===== src/rtl/rope_params.svh =====
// rope game constants
`ifndef ROPE_PARAMS_SVH
`define ROPE_PARAMS_SVH

// pivot of the rope
`define ROPE_ORIGIN_X 77
`define ROPE_ORIGIN_Y 45

`define ROPE_MIN 20
`define ROPE_DELTA 5

`define ANGLE_MIN 15
`define ANGLE_MAX 165
`define ANGLE_REST 90

`define SCREEN_W 320
`define SCREEN_H 240

// extend stops past these
`define EDGE_LEFT 2
`define EDGE_RIGHT 318
`define EDGE_BOTTOM 238

`define SPRITE_SIZE 16
`define HIT_MARGIN_Y 6
`define CARRY_OFFSET 4
`define COLLECT_LEN 30

// frames per reel step
`define UP_FRAMES_EMPTY 2
`define UP_FRAMES_LOADED 5

`define SCORE_STONE 10
`define SCORE_GOLD 20
`define SCORE_DIAMOND 50

`define ITEM_SLOTS 16

`endif


===== src/rtl/sine_quarter.hex =====
// sin(deg) * 256, one 9-bit word per degree from 0 to 90
000
004
009
00d
012
016
01b
01f
024
028
02c
031
035
03a
03e
042
047
04b
04f
053
058
05c
060
064
068
06c
070
074
078
07c
080
084
088
08b
08f
093
096
09a
09e
0a1
0a5
0a8
0ab
0af
0b2
0b5
0b8
0bb
0be
0c1
0c4
0c7
0ca
0cc
0cf
0d2
0d4
0d7
0d9
0db
0de
0e0
0e2
0e4
0e6
0e8
0ea
0ec
0ed
0ef
0f1
0f2
0f3
0f5
0f6
0f7
0f8
0f9
0fa
0fb
0fc
0fd
0fe
0fe
0ff
0ff
0ff
100
100
100
100

===== src/rtl/rope_pkg.sv =====
// rope game shared types
`default_nettype none

package rope_pkg;

    // one entry of the item table
    typedef struct packed {
        logic [8:0] x;
        logic [3:0] pad_x;
        logic [7:0] y;
        logic [6:0] pad_y;
        // 0 stone, 1 gold, 2 or 3 diamond
        logic [1:0] kind;
        logic       visible;
        logic       moving;
    } item_t;

    // rope end in screen pixels
    typedef struct packed {
        logic [9:0] x;
        logic [9:0] y;
    } point_t;

    typedef enum logic [1:0] {
        KIND_STONE   = 2'd0,
        KIND_GOLD    = 2'd1,
        KIND_DIAMOND = 2'd2
    } item_kind_t;

endpackage

`default_nettype wire


===== src/rtl/rope_geometry.sv =====
// rope end point from angle and length
`timescale 1ns/10ps
`default_nettype none
`include "rope_params.svh"

module rope_geometry (
    input  wire                    clock,
    input  wire                    resetn,
    input  wire [7:0]              degree,
    input  wire [9:0]              rope_len,
    output rope_pkg::point_t       end_point
);

    // quarter wave, sin(0..90 deg) times 256
    logic [8:0]  sine_table [0:90];
    logic [6:0]  sin_idx;
    logic [6:0]  cos_idx;
    logic        cos_neg;
    logic [18:0] x_prod;
    logic [18:0] y_prod;

    initial begin
        $readmemh("/design/src/rtl/sine_quarter.hex", sine_table);
    end

    // fold the angle into the first quadrant
    always_comb begin
        if (degree > 8'd90) begin
            sin_idx = 7'(8'd180 - degree);
            cos_idx = 7'(degree - 8'd90);
            cos_neg = 1'b1;
        end else begin
            sin_idx = 7'(degree);
            cos_idx = 7'(8'd90 - degree);
            cos_neg = 1'b0;
        end
    end

    assign x_prod = rope_len * sine_table[cos_idx];
    assign y_prod = rope_len * sine_table[sin_idx];

    // reset value is the rest geometry
    always_ff @(posedge clock) begin
        if (!resetn) begin
            end_point.x <= 10'(`ROPE_ORIGIN_X);
            end_point.y <= 10'(`ROPE_ORIGIN_Y + `ROPE_MIN);
        end else begin
            if (cos_neg) begin
                end_point.x <= 10'(`ROPE_ORIGIN_X) - x_prod[17:8];
            end else begin
                end_point.x <= 10'(`ROPE_ORIGIN_X) + x_prod[17:8];
            end
            end_point.y <= 10'(`ROPE_ORIGIN_Y) + y_prod[17:8];
        end
    end

endmodule

`default_nettype wire


===== src/rtl/frame_timer.sv =====
// frame count timer
`timescale 1ns/10ps
`default_nettype none

module frame_timer #(
    parameter int frame_cycles = 833334
) (
    input  wire       clock,
    input  wire       resetn,
    input  wire       start,
    input  wire [2:0] frames,
    output logic      done
);

    localparam int count_width = $clog2(frame_cycles + 1);

    logic [count_width-1:0] cycle_cnt;
    logic [2:0]             frames_left;
    logic                   busy;

    always_ff @(posedge clock) begin
        if (!resetn) begin
            cycle_cnt   <= '0;
            frames_left <= '0;
            busy        <= 1'b0;
            done        <= 1'b0;
        end else begin
            done <= 1'b0;
            if (start) begin
                // a new request drops any running count
                cycle_cnt   <= '0;
                frames_left <= frames;
                busy        <= 1'b1;
            end else if (busy) begin
                if (cycle_cnt == count_width'(frame_cycles - 1)) begin
                    cycle_cnt   <= '0;
                    frames_left <= frames_left - 3'd1;
                    // zero frames behaves like one
                    if (frames_left <= 3'd1) begin
                        busy <= 1'b0;
                        done <= 1'b1;
                    end
                end else begin
                    cycle_cnt <= cycle_cnt + 1'b1;
                end
            end
        end
    end

endmodule

`default_nettype wire


===== src/rtl/item_ram.sv =====
// dual port item table
`timescale 1ns/10ps
`default_nettype none
`include "rope_params.svh"

module item_ram (
    input  wire                   clock,
    input  wire [3:0]             a_addr,
    input  wire                   a_we,
    input  wire rope_pkg::item_t  a_wdata,
    output rope_pkg::item_t       a_rdata,
    input  wire [3:0]             b_addr,
    input  wire                   b_we,
    input  wire rope_pkg::item_t  b_wdata,
    output rope_pkg::item_t       b_rdata
);

    rope_pkg::item_t mem [0:`ITEM_SLOTS-1];

    // read before write on each port
    always @(posedge clock) begin
        a_rdata <= mem[a_addr];
        if (a_we) begin
            mem[a_addr] <= a_wdata;
        end
    end

    always @(posedge clock) begin
        b_rdata <= mem[b_addr];
        if (b_we) begin
            mem[b_addr] <= b_wdata;
        end
    end

endmodule

`default_nettype wire


===== src/rtl/rope_controller.sv =====
// rope swing, grab and reel control
`timescale 1ns/10ps
`default_nettype none
`include "rope_params.svh"

module rope_controller (
    input  wire                    clock,
    input  wire                    resetn,
    input  wire                    enable,
    input  wire                    fire,
    input  wire [3:0]              quantity,
    input  wire rope_pkg::point_t  end_point,
    input  wire                    frame_done,
    input  wire rope_pkg::item_t   rdata,
    output logic [7:0]             degree,
    output logic [9:0]             rope_len,
    output logic [9:0]             score,
    output logic                   frame_start,
    output logic [2:0]             frame_count,
    output logic [3:0]             ram_addr,
    output logic                   ram_we,
    output rope_pkg::item_t        ram_wdata
);

    typedef enum logic [3:0] {
        ST_STOP,
        ST_SWING,
        ST_EXTEND,
        ST_EXT_SETTLE,
        ST_EDGE,
        ST_SCAN_WAIT,
        ST_SCAN_CHECK,
        ST_REEL,
        ST_REEL_SETTLE,
        ST_REEL_POS
    } state_t;

    state_t          state;
    logic            swing_cw;
    logic            fire_pending;
    logic            loaded;
    logic            collect;
    logic            hit;
    logic            off_edge;
    logic [1:0]      carry_kind;
    logic [9:0]      item_x;
    logic [9:0]      item_y;
    logic [9:0]      x_hi;
    logic [9:0]      y_lo;
    logic [9:0]      y_hi;
    rope_pkg::item_t grab_word;
    rope_pkg::item_t carry_word;
    rope_pkg::item_t drop_word;

    function automatic logic [9:0] kind_points(input logic [1:0] kind);
        case (rope_pkg::item_kind_t'(kind))
            rope_pkg::KIND_STONE: kind_points = 10'(`SCORE_STONE);
            rope_pkg::KIND_GOLD:  kind_points = 10'(`SCORE_GOLD);
            // kind 3 also counts as diamond
            default:              kind_points = 10'(`SCORE_DIAMOND);
        endcase
    endfunction

    assign off_edge = (end_point.x < 10'(`EDGE_LEFT)) || (end_point.x >= 10'(`EDGE_RIGHT))
                   || (end_point.y >= 10'(`EDGE_BOTTOM));

    // hitbox of the slot being scanned
    assign item_x = {1'b0, rdata.x};
    assign item_y = {2'b0, rdata.y};
    assign x_hi = (item_x + 10'(`SPRITE_SIZE) < 10'(`SCREEN_W)) ?
                  item_x + 10'(`SPRITE_SIZE) : 10'(`SCREEN_W);
    assign y_hi = (item_y + 10'(`SPRITE_SIZE) < 10'(`SCREEN_H)) ?
                  item_y + 10'(`SPRITE_SIZE) : 10'(`SCREEN_H);
    assign y_lo = (item_y > 10'(`HIT_MARGIN_Y)) ? item_y - 10'(`HIT_MARGIN_Y) : 10'd0;
    assign hit = rdata.visible && !rdata.moving && (item_x < end_point.x)
              && (end_point.x <= x_hi) && (y_lo < end_point.y) && (end_point.y <= y_hi);

    assign collect = loaded && (rope_len < 10'(`COLLECT_LEN));

    always_comb begin
        grab_word = rdata;
        grab_word.moving = 1'b1;
        // carried item hangs just off the rope end
        carry_word = '0;
        carry_word.x = end_point.x[8:0] - 9'(`CARRY_OFFSET);
        carry_word.y = end_point.y[7:0] - 8'(`CARRY_OFFSET);
        carry_word.kind = carry_kind;
        carry_word.visible = 1'b1;
        carry_word.moving = 1'b1;
        drop_word = carry_word;
        drop_word.visible = 1'b0;
        drop_word.moving = 1'b0;
    end

    always_ff @(posedge clock) begin
        if (!resetn) begin
            state        <= ST_STOP;
            degree       <= 8'(`ANGLE_REST);
            rope_len     <= 10'(`ROPE_MIN);
            score        <= '0;
            swing_cw     <= 1'b0;
            fire_pending <= 1'b0;
            loaded       <= 1'b0;
            frame_start  <= 1'b0;
            frame_count  <= '0;
            ram_addr     <= '0;
            ram_we       <= 1'b0;
        end else begin
            frame_start <= 1'b0;
            ram_we      <= 1'b0;
            case (state)
                ST_STOP: begin
                    degree       <= 8'(`ANGLE_REST);
                    rope_len     <= 10'(`ROPE_MIN);
                    swing_cw     <= 1'b0;
                    fire_pending <= 1'b0;
                    if (enable) begin
                        frame_start <= 1'b1;
                        frame_count <= 3'd1;
                        state       <= ST_SWING;
                    end
                end
                ST_SWING: begin
                    if (fire) begin
                        fire_pending <= 1'b1;
                    end
                    if (frame_done) begin
                        frame_start <= 1'b1;
                        frame_count <= 3'd1;
                        if (fire_pending || fire) begin
                            // angle freezes for the shot
                            fire_pending <= 1'b0;
                            state        <= ST_EXTEND;
                        end else if (swing_cw) begin
                            degree <= degree + 8'd1;
                            if (degree + 8'd1 == 8'(`ANGLE_MAX)) begin
                                swing_cw <= 1'b0;
                            end
                        end else begin
                            degree <= degree - 8'd1;
                            if (degree - 8'd1 == 8'(`ANGLE_MIN)) begin
                                swing_cw <= 1'b1;
                            end
                        end
                    end
                end
                ST_EXTEND: begin
                    if (frame_done) begin
                        rope_len <= rope_len + 10'(`ROPE_DELTA);
                        state    <= ST_EXT_SETTLE;
                    end
                end
                // geometry needs a cycle for the new length
                ST_EXT_SETTLE: state <= ST_EDGE;
                ST_EDGE: begin
                    if (off_edge) begin
                        frame_start <= 1'b1;
                        frame_count <= 3'(`UP_FRAMES_EMPTY);
                        state       <= ST_REEL;
                    end else if (quantity == 4'd0) begin
                        frame_start <= 1'b1;
                        frame_count <= 3'd1;
                        state       <= ST_EXTEND;
                    end else begin
                        ram_addr <= '0;
                        state    <= ST_SCAN_WAIT;
                    end
                end
                ST_SCAN_WAIT: state <= ST_SCAN_CHECK;
                ST_SCAN_CHECK: begin
                    if (hit) begin
                        ram_we      <= 1'b1;
                        ram_wdata   <= grab_word;
                        carry_kind  <= rdata.kind;
                        loaded      <= 1'b1;
                        frame_start <= 1'b1;
                        frame_count <= 3'(`UP_FRAMES_LOADED);
                        state       <= ST_REEL;
                    end else if (ram_addr + 4'd1 == quantity) begin
                        frame_start <= 1'b1;
                        frame_count <= 3'd1;
                        state       <= ST_EXTEND;
                    end else begin
                        ram_addr <= ram_addr + 4'd1;
                        state    <= ST_SCAN_WAIT;
                    end
                end
                ST_REEL: begin
                    if (frame_done) begin
                        rope_len <= rope_len - 10'(`ROPE_DELTA);
                        state    <= ST_REEL_SETTLE;
                    end
                end
                ST_REEL_SETTLE: state <= ST_REEL_POS;
                ST_REEL_POS: begin
                    // ram_addr still points at the caught slot
                    if (collect) begin
                        ram_we    <= 1'b1;
                        ram_wdata <= drop_word;
                        score     <= score + kind_points(carry_kind);
                        loaded    <= 1'b0;
                    end else if (loaded) begin
                        ram_we    <= 1'b1;
                        ram_wdata <= carry_word;
                    end
                    frame_start <= 1'b1;
                    if (rope_len <= 10'(`ROPE_MIN)) begin
                        frame_count <= 3'd1;
                        state       <= ST_SWING;
                    end else if (loaded && !collect) begin
                        frame_count <= 3'(`UP_FRAMES_LOADED);
                        state       <= ST_REEL;
                    end else begin
                        frame_count <= 3'(`UP_FRAMES_EMPTY);
                        state       <= ST_REEL;
                    end
                end
                default: state <= ST_STOP;
            endcase
        end
    end

endmodule

`default_nettype wire


===== src/rtl/rope_top.sv =====
// rope game top level
`timescale 1ns/10ps
`default_nettype none

module rope_top #(
    parameter int frame_cycles = 833334
) (
    input  wire                   clock,
    input  wire                   resetn,
    input  wire                   enable,
    input  wire                   fire,
    input  wire [3:0]             quantity,
    input  wire [3:0]             item_addr,
    input  wire                   item_we,
    input  wire rope_pkg::item_t  item_wdata,
    output rope_pkg::item_t       item_rdata,
    output rope_pkg::point_t      end_point,
    output logic [7:0]            degree,
    output logic [9:0]            rope_len,
    output logic [9:0]            score
);

    logic            frame_start;
    logic [2:0]      frame_count;
    logic            frame_done;
    logic [3:0]      ram_addr;
    logic            ram_we;
    rope_pkg::item_t ram_wdata;
    rope_pkg::item_t ram_rdata;

    rope_controller u_controller (
        .clock       (clock),
        .resetn      (resetn),
        .enable      (enable),
        .fire        (fire),
        .quantity    (quantity),
        .end_point   (end_point),
        .frame_done  (frame_done),
        .rdata       (ram_rdata),
        .degree      (degree),
        .rope_len    (rope_len),
        .score       (score),
        .frame_start (frame_start),
        .frame_count (frame_count),
        .ram_addr    (ram_addr),
        .ram_we      (ram_we),
        .ram_wdata   (ram_wdata)
    );

    rope_geometry u_geometry (
        .clock     (clock),
        .resetn    (resetn),
        .degree    (degree),
        .rope_len  (rope_len),
        .end_point (end_point)
    );

    frame_timer #(
        .frame_cycles (frame_cycles)
    ) u_frame_timer (
        .clock  (clock),
        .resetn (resetn),
        .start  (frame_start),
        .frames (frame_count),
        .done   (frame_done)
    );

    // port b is the level loader side
    item_ram u_item_ram (
        .clock   (clock),
        .a_addr  (ram_addr),
        .a_we    (ram_we),
        .a_wdata (ram_wdata),
        .a_rdata (ram_rdata),
        .b_addr  (item_addr),
        .b_we    (item_we),
        .b_wdata (item_wdata),
        .b_rdata (item_rdata)
    );

endmodule

`default_nettype wire


===== config.mk =====
export PLATFORM = sky130hd
export DESIGN_NAME = rope_top
export DESIGN_NICKNAME = d
export VERILOG_FILES = /design/src/rtl/rope_pkg.sv /design/src/rtl/rope_geometry.sv /design/src/rtl/frame_timer.sv /design/src/rtl/item_ram.sv /design/src/rtl/rope_controller.sv /design/src/rtl/rope_top.sv
export VERILOG_INCLUDE_DIRS = /design/src /design/src/rtl
export SDC_FILE = /design/constraint.sdc
export NUM_CORES = 1
export LEC_CHECK = 0
export BUFFER_PORTS_ARGS = -buffer_cell sky130_fd_sc_hd__buf_2
export CAP_MARGIN = 20
export CORE_UTILIZATION = 60
export DETAILED_ROUTE_END_ITERATION = 8
export GPL_TIMING_DRIVEN = 0
export PLACE_DENSITY = 0.82
export SETUP_SLACK_MARGIN = 0.5
export SLEW_MARGIN = 10
export SYNTH_ARGS = -nofsm -noshare
export SYNTH_HDL_FRONTEND = slang
export SYNTH_SLANG_ARGS = --single-unit

===== constraint.sdc =====
create_clock -name clock -period 10 [get_ports clock]
set_clock_uncertainty 0.15 [all_clocks]
set_input_delay 2 -clock clock [delete_from_list [all_inputs] [get_ports clock]]
set_output_delay 2 -clock clock [all_outputs]
set_load 0.005 [all_outputs]

[Word level (Yosys, flattened, before mapping)]
Memory sizes are Yosys's and may differ from the RTL's. A register that Yosys moved wholly into a read port is not among the register bits.
Index checks and enable logic that the tools add are counted.
Operators by class
  add/sub/neg operators: 16
  $mul: 2
  order comparisons: 14
  equality and inequality tests: 29
  muxes and demuxes: 82
  bitwise operators: 3
  reduce and logical (&&, ||, !) cells: 34
Operators by type and width (number)
  $mux W32: 3
  $mux W10: 9
  $pmux W32 S2: 1
  $mux W4: 11
  $mux W3: 14
  $pmux W4 S10: 1
  $mul A10 B9 Y18 const B: 2
  $pmux W10 S3: 1
  $mux W1: 29
  $mux W8: 3
  $add A20 B1 Y20 const B: 1
  $eq A20 B20 Y1 const B: 1
  $le A10 B10 Y1: 2
  $mux W20: 1
  $eq A4 B3 Y1 const B: 4
  $pmux W8 S2: 1
  $pmux W3 S5: 1
  $reduce_and A5 Y1: 3
  $ne A2 B1 Y1 const B: 6
  $ne A2 B2 Y1 const B: 6
  $pmux W6 S2: 1
  $reduce_and A3 Y1: 4
  $add A10 B10 Y10: 1
  $add A10 B3 Y10 const B: 1
  49 further kinds: 73
Word-level totals
  bits in registers: 123
  memory bits (writable): 512
  logic and storage cells: 206
  memories kept: 1
Memories
  u_item_ram.mem: depth 16, bits a word 32, read ports 2, clocked after memory_dff 2, write ports 2, RTL line item_ram.sv:18  | rope_pkg::item_t mem [0:`ITEM_SLOTS-1];

[Longest topological paths before layout]
  depth in word-level cells: 9
  depth in mapped cells: 15
  mapped depth without buffers: 14

[By module]
A second synthesis with hierarchy kept.
Second synthesis, totals
  cell total of the unflattened synthesis: 2709
  area, all modules: 38314.2 µm²
Modules (own cells, without submodules)
  item_ram: times used 1, cells an instance 1800, area each 30689.4 µm², seq. area each 16656.0 µm²
  rope_controller: times used 1, cells an instance 712, area each 5992.0 µm², seq. area each 1881.8 µm²
  frame_timer: times used 1, cells an instance 169, area each 1407.6 µm², seq. area each 500.5 µm²
  rope_geometry: times used 1, cells an instance 28, area each 225.2 µm², seq. area each 40.0 µm²

[Worst setup path after synthesis]
Ideal clock, no wire load.
  path type: input to register
  from: input port item_addr[0]
  to: memory u_item_ram.mem[4][0] (netlist bit) (enable)
  arrival: 4.494 ns
  required time: 9.192 ns
  path slack: 4.698 ns
  stages: 6
  buffers on the path: 4
  cells stage by stage: clkbuf_1 buf_1 or3_1 clkbuf_1 clkbuf_1 o21ai_0
RTL lines
  start: declaration: RTL line rope_top.sv:13  | input wire [3:0] item_addr,
  end: declaration: RTL line item_ram.sv:18

==> results.toml <==
[global_route]
grt_max_degree = 22
antenna_found_initial = 7
grt_first_pass_wirelength_um = 166000
grt_overflow = 0
grt_usage_pct = 36.9
grt_pass1_vias = 25627

[cts]
cts_setup_buffers = 0
cts_tree = "built"
root_buffer = "clkbuf_16"
clkTransAtPathRegs_ns = 0.06
cts.sinks = 680
cts_buffer_depth = 3
cts_max_level = 3
cts_inserted_buffers = 73
ctsResizeCount = 0
clkLatencyLatePin_ns = 0.64
cts_hold_buffers = 0

[yosys]
synthSimpleGateAreaFrac_pct = 4.39
syn_avg_cell_area_um2 = 15.5
synthAdderAreaFrac_pct = 1.60
synth_top_family_by_area = "multiplexers"
synthMuxAreaShare_pct = 35.3
synth_top_area_share_pct = 44.3
synth_top_cell_by_area = "edfxtp_1"
syn_area_um2 = 37000
yosysWarnings = 0
ys_ff_latch = 680
synthXorXnorAreaFrac_pct = 0.970
synth-async-reset-ratio_pct = 0
synth_edf_count = 546
synth_ff_type = "edfxtp_1"
ys_top_cells_by_area = "edfxtp_1 (44%), mux4_2 (19%), mux2_2 (16%), dfxtp_1 (7.2%), clkbuf_1 (1.9%)"
synth-compound-area-share_pct = 3.13
seq_area_frac_synth_pct = 51.6
syn_inst = 2386
synth_cell_type_count = 79

[routing]
drtIter0Drc = 3844
postRouteAntennaNets = 0
firstDrtPassIters = 8
wirelength_um = 114000
vias = 25205
drc_errors = 0
wl_per_cell_um = 32.9
viasPerCell = 7.23

[worst_setup_path]
critPathArrivalTime_ns = 5.98
cp-end-kind = "flip-flop"
cp-start-kind = "input pin"
critical_path_class = "input pin to flip-flop"
cp.required_ns = 10.17
cp_max_fo = 17

[floorplan]
rows = 90
dieHeight_um = 250
start_util_pct = 61.0
die_area_um2 = 62700
die_w_um = 250
core_um2 = 60700
ios = 125

[sta]
finalSetupViolations = 0
slew_violations = 0
tightest_slew_ns = 1.36
fmax_mhz = 172
slew-limit-headroom_pct = 9.44
finalHoldViolations = 0
rsz0062_at_grt = "false"
period_needed_ns = 5.81
fin_crit_sh_pct = 58.1
setup_tns_ns = 0

[finish]
fin_util_pct = 69.8
layout_commonest_cell = "edfxtp_1"
layout.nets = 2728
syn_to_final_growth_pct = 14.5
layout-drive-gt1-share_pct = 43.5
layout_common_cells = "edfxtp_1 (546), mux2_2 (515), mux4_2 (320), clkbuf_1 (206), dfxtp_1 (134)"

[pwr]
p_per_area_nw_per_um2 = 153
ir_drop_mv = 0.133
power.leakage_nw = 13.9

[flow_run]
drv_cap = 0

[placement]
portBuffers = 105
dp_hpwl_um = 76000
routabilityCongestion = 0.911

[hold_path]
holdCritPathClass = "flip-flop to flip-flop"

[run_status]
status = "finished, final reports clean"
cell type report:
class	count	area [um2]
Clock inverter	34	420
Inverter	37	139
Sequential cell	680	19100
Fill cell	3728	18300
Clock buffer	99	2040
Tap cell	782	978
Timing Repair Buffer	163	1650
Multi-Input combinational cell	1436	17000
Buffer	246	1010
Antenna cell	7	17.5
worst paths after layout:
check / start / to / slack (ns) / cells after the start
setup / recovery: item_addr[0] / u_item_ram.mem[3][16] / 4.19 / 8
hold / removal: u_item_ram.a_rdata[2] / u_controller.carry_kind[0] / 0.29 / 0
setup reg to reg: u_geometry.end_point[10] / u_controller.ram_wdata[16] / 4.76 / 10
hold reg to reg: u_item_ram.a_rdata[2] / u_controller.carry_kind[0] / 0.29 / 0
where the power goes:
group          switching [W]  leakage, nW  internal (W)  total (W)
Clock                0.00119         1.20       0.00165    0.00283
Combinational       0.000314         6.70      0.000220   0.000534
Sequential         0.0000267         6.04       0.00307    0.00310
Total                0.00153         13.9       0.00494    0.00647
flip-flops by register name (all words and copies together) (netlist names):
name / cells
u_controller.carry_kind: 2
u_controller.ram_wdata: 32
u_controller.ram_we: 1
u_frame_timer.done: 1
u_controller.degree: 8
u_controller.state: 4
u_controller.rope_len: 10
u_controller.swing_cw: 1
u_controller.frame_count: 3
u_geometry.end_point: 2
u_frame_timer.cycle_cnt: 20
u_item_ram.a_rdata: 32
u_controller.fire_pending: 1
u_controller.ram_addr: 4
u_frame_timer.frames_left: 3
u_controller.loaded: 1
u_controller.frame_start: 1
u_item_ram.b_rdata: 32
u_item_ram.mem: 512
u_controller.score: 9
u_frame_timer.busy: 1
worst max-delay path, stage by stage:
cell and delay [ns]:
clkbuf_1 0.62, clkbuf_1 0.54, nand2_1 0.45, nor2b_1 0.25
clkbuf_1 0.41, clkbuf_1 0.84, o21bai_4 0.54, buf_12 0.29
logic make-up (layout without fill, tap and decap cells):
kind of cell    Yosys count  count (layout)
fa+ha+maj                46              46
buf+inv                 283             579
compound gates          176             176
flops                   680             680
xor+xnor                 41              41
simple gates            320             320
other cells               1              21
mux                     839             839
stage by stage:
step	cell area [um2]	power, W	hold WS (ns)	setup WS (ns)	cells
4_1_cts	42200	0.00644	0.290	4.48	3467
5_1_grt	42400	0.00660	0.310	4.29	3481
3_3_place_gp	38600	0.00364	0.264	0.890	3286
6_report	42400	0.00647	0.290	4.19	3484
3_5_place_dp	39800	0.00367	0.275	3.85	3334
2_1_floorplan	37100	0.00348	0.258	4.70	2399
per-layer routing:
metal,global-route usage [%],vias to the layer above,wire length (um)
met5,0,-,124
li1,-,10017,-
met1,45.8,12496,38400
met4,22.9,6,8200
met3,11.5,577,15500
met2,56.7,2109,52200
Yosys cell counts, types with 4 or more instances:
| master | count |
|---|---|
| a211oi_1 | 5 |
| a21o_1 | 12 |
| a21oi_1 | 40 |
| a22oi_1 | 8 |
| a31oi_1 | 7 |
| and3_1 | 8 |
| buf_1 | 33 |
| buf_4 | 19 |
| clkbuf_1 | 190 |
| dfxtp_1 | 134 |
| edfxtp_1 | 546 |
| ha_1 | 44 |
| inv_1 | 35 |
| mux2_2 | 515 |
| mux2i_1 | 4 |
| mux4_2 | 320 |
| nand2_1 | 79 |
| nand2b_1 | 13 |
| nand3_1 | 31 |
| nand3b_1 | 6 |
| nand4_1 | 12 |
| nor2_1 | 82 |
| nor2b_1 | 20 |
| nor3_1 | 14 |
| nor3b_1 | 9 |
| o211ai_1 | 10 |
| o21ai_0 | 42 |
| o21bai_1 | 4 |
| o22ai_1 | 13 |
| or2_2 | 8 |
| or3_1 | 9 |
| or4_1 | 5 |
| xnor2_1 | 21 |
| xor2_1 | 20 |
No activity file was read; power rests on OpenSTA's default activity.
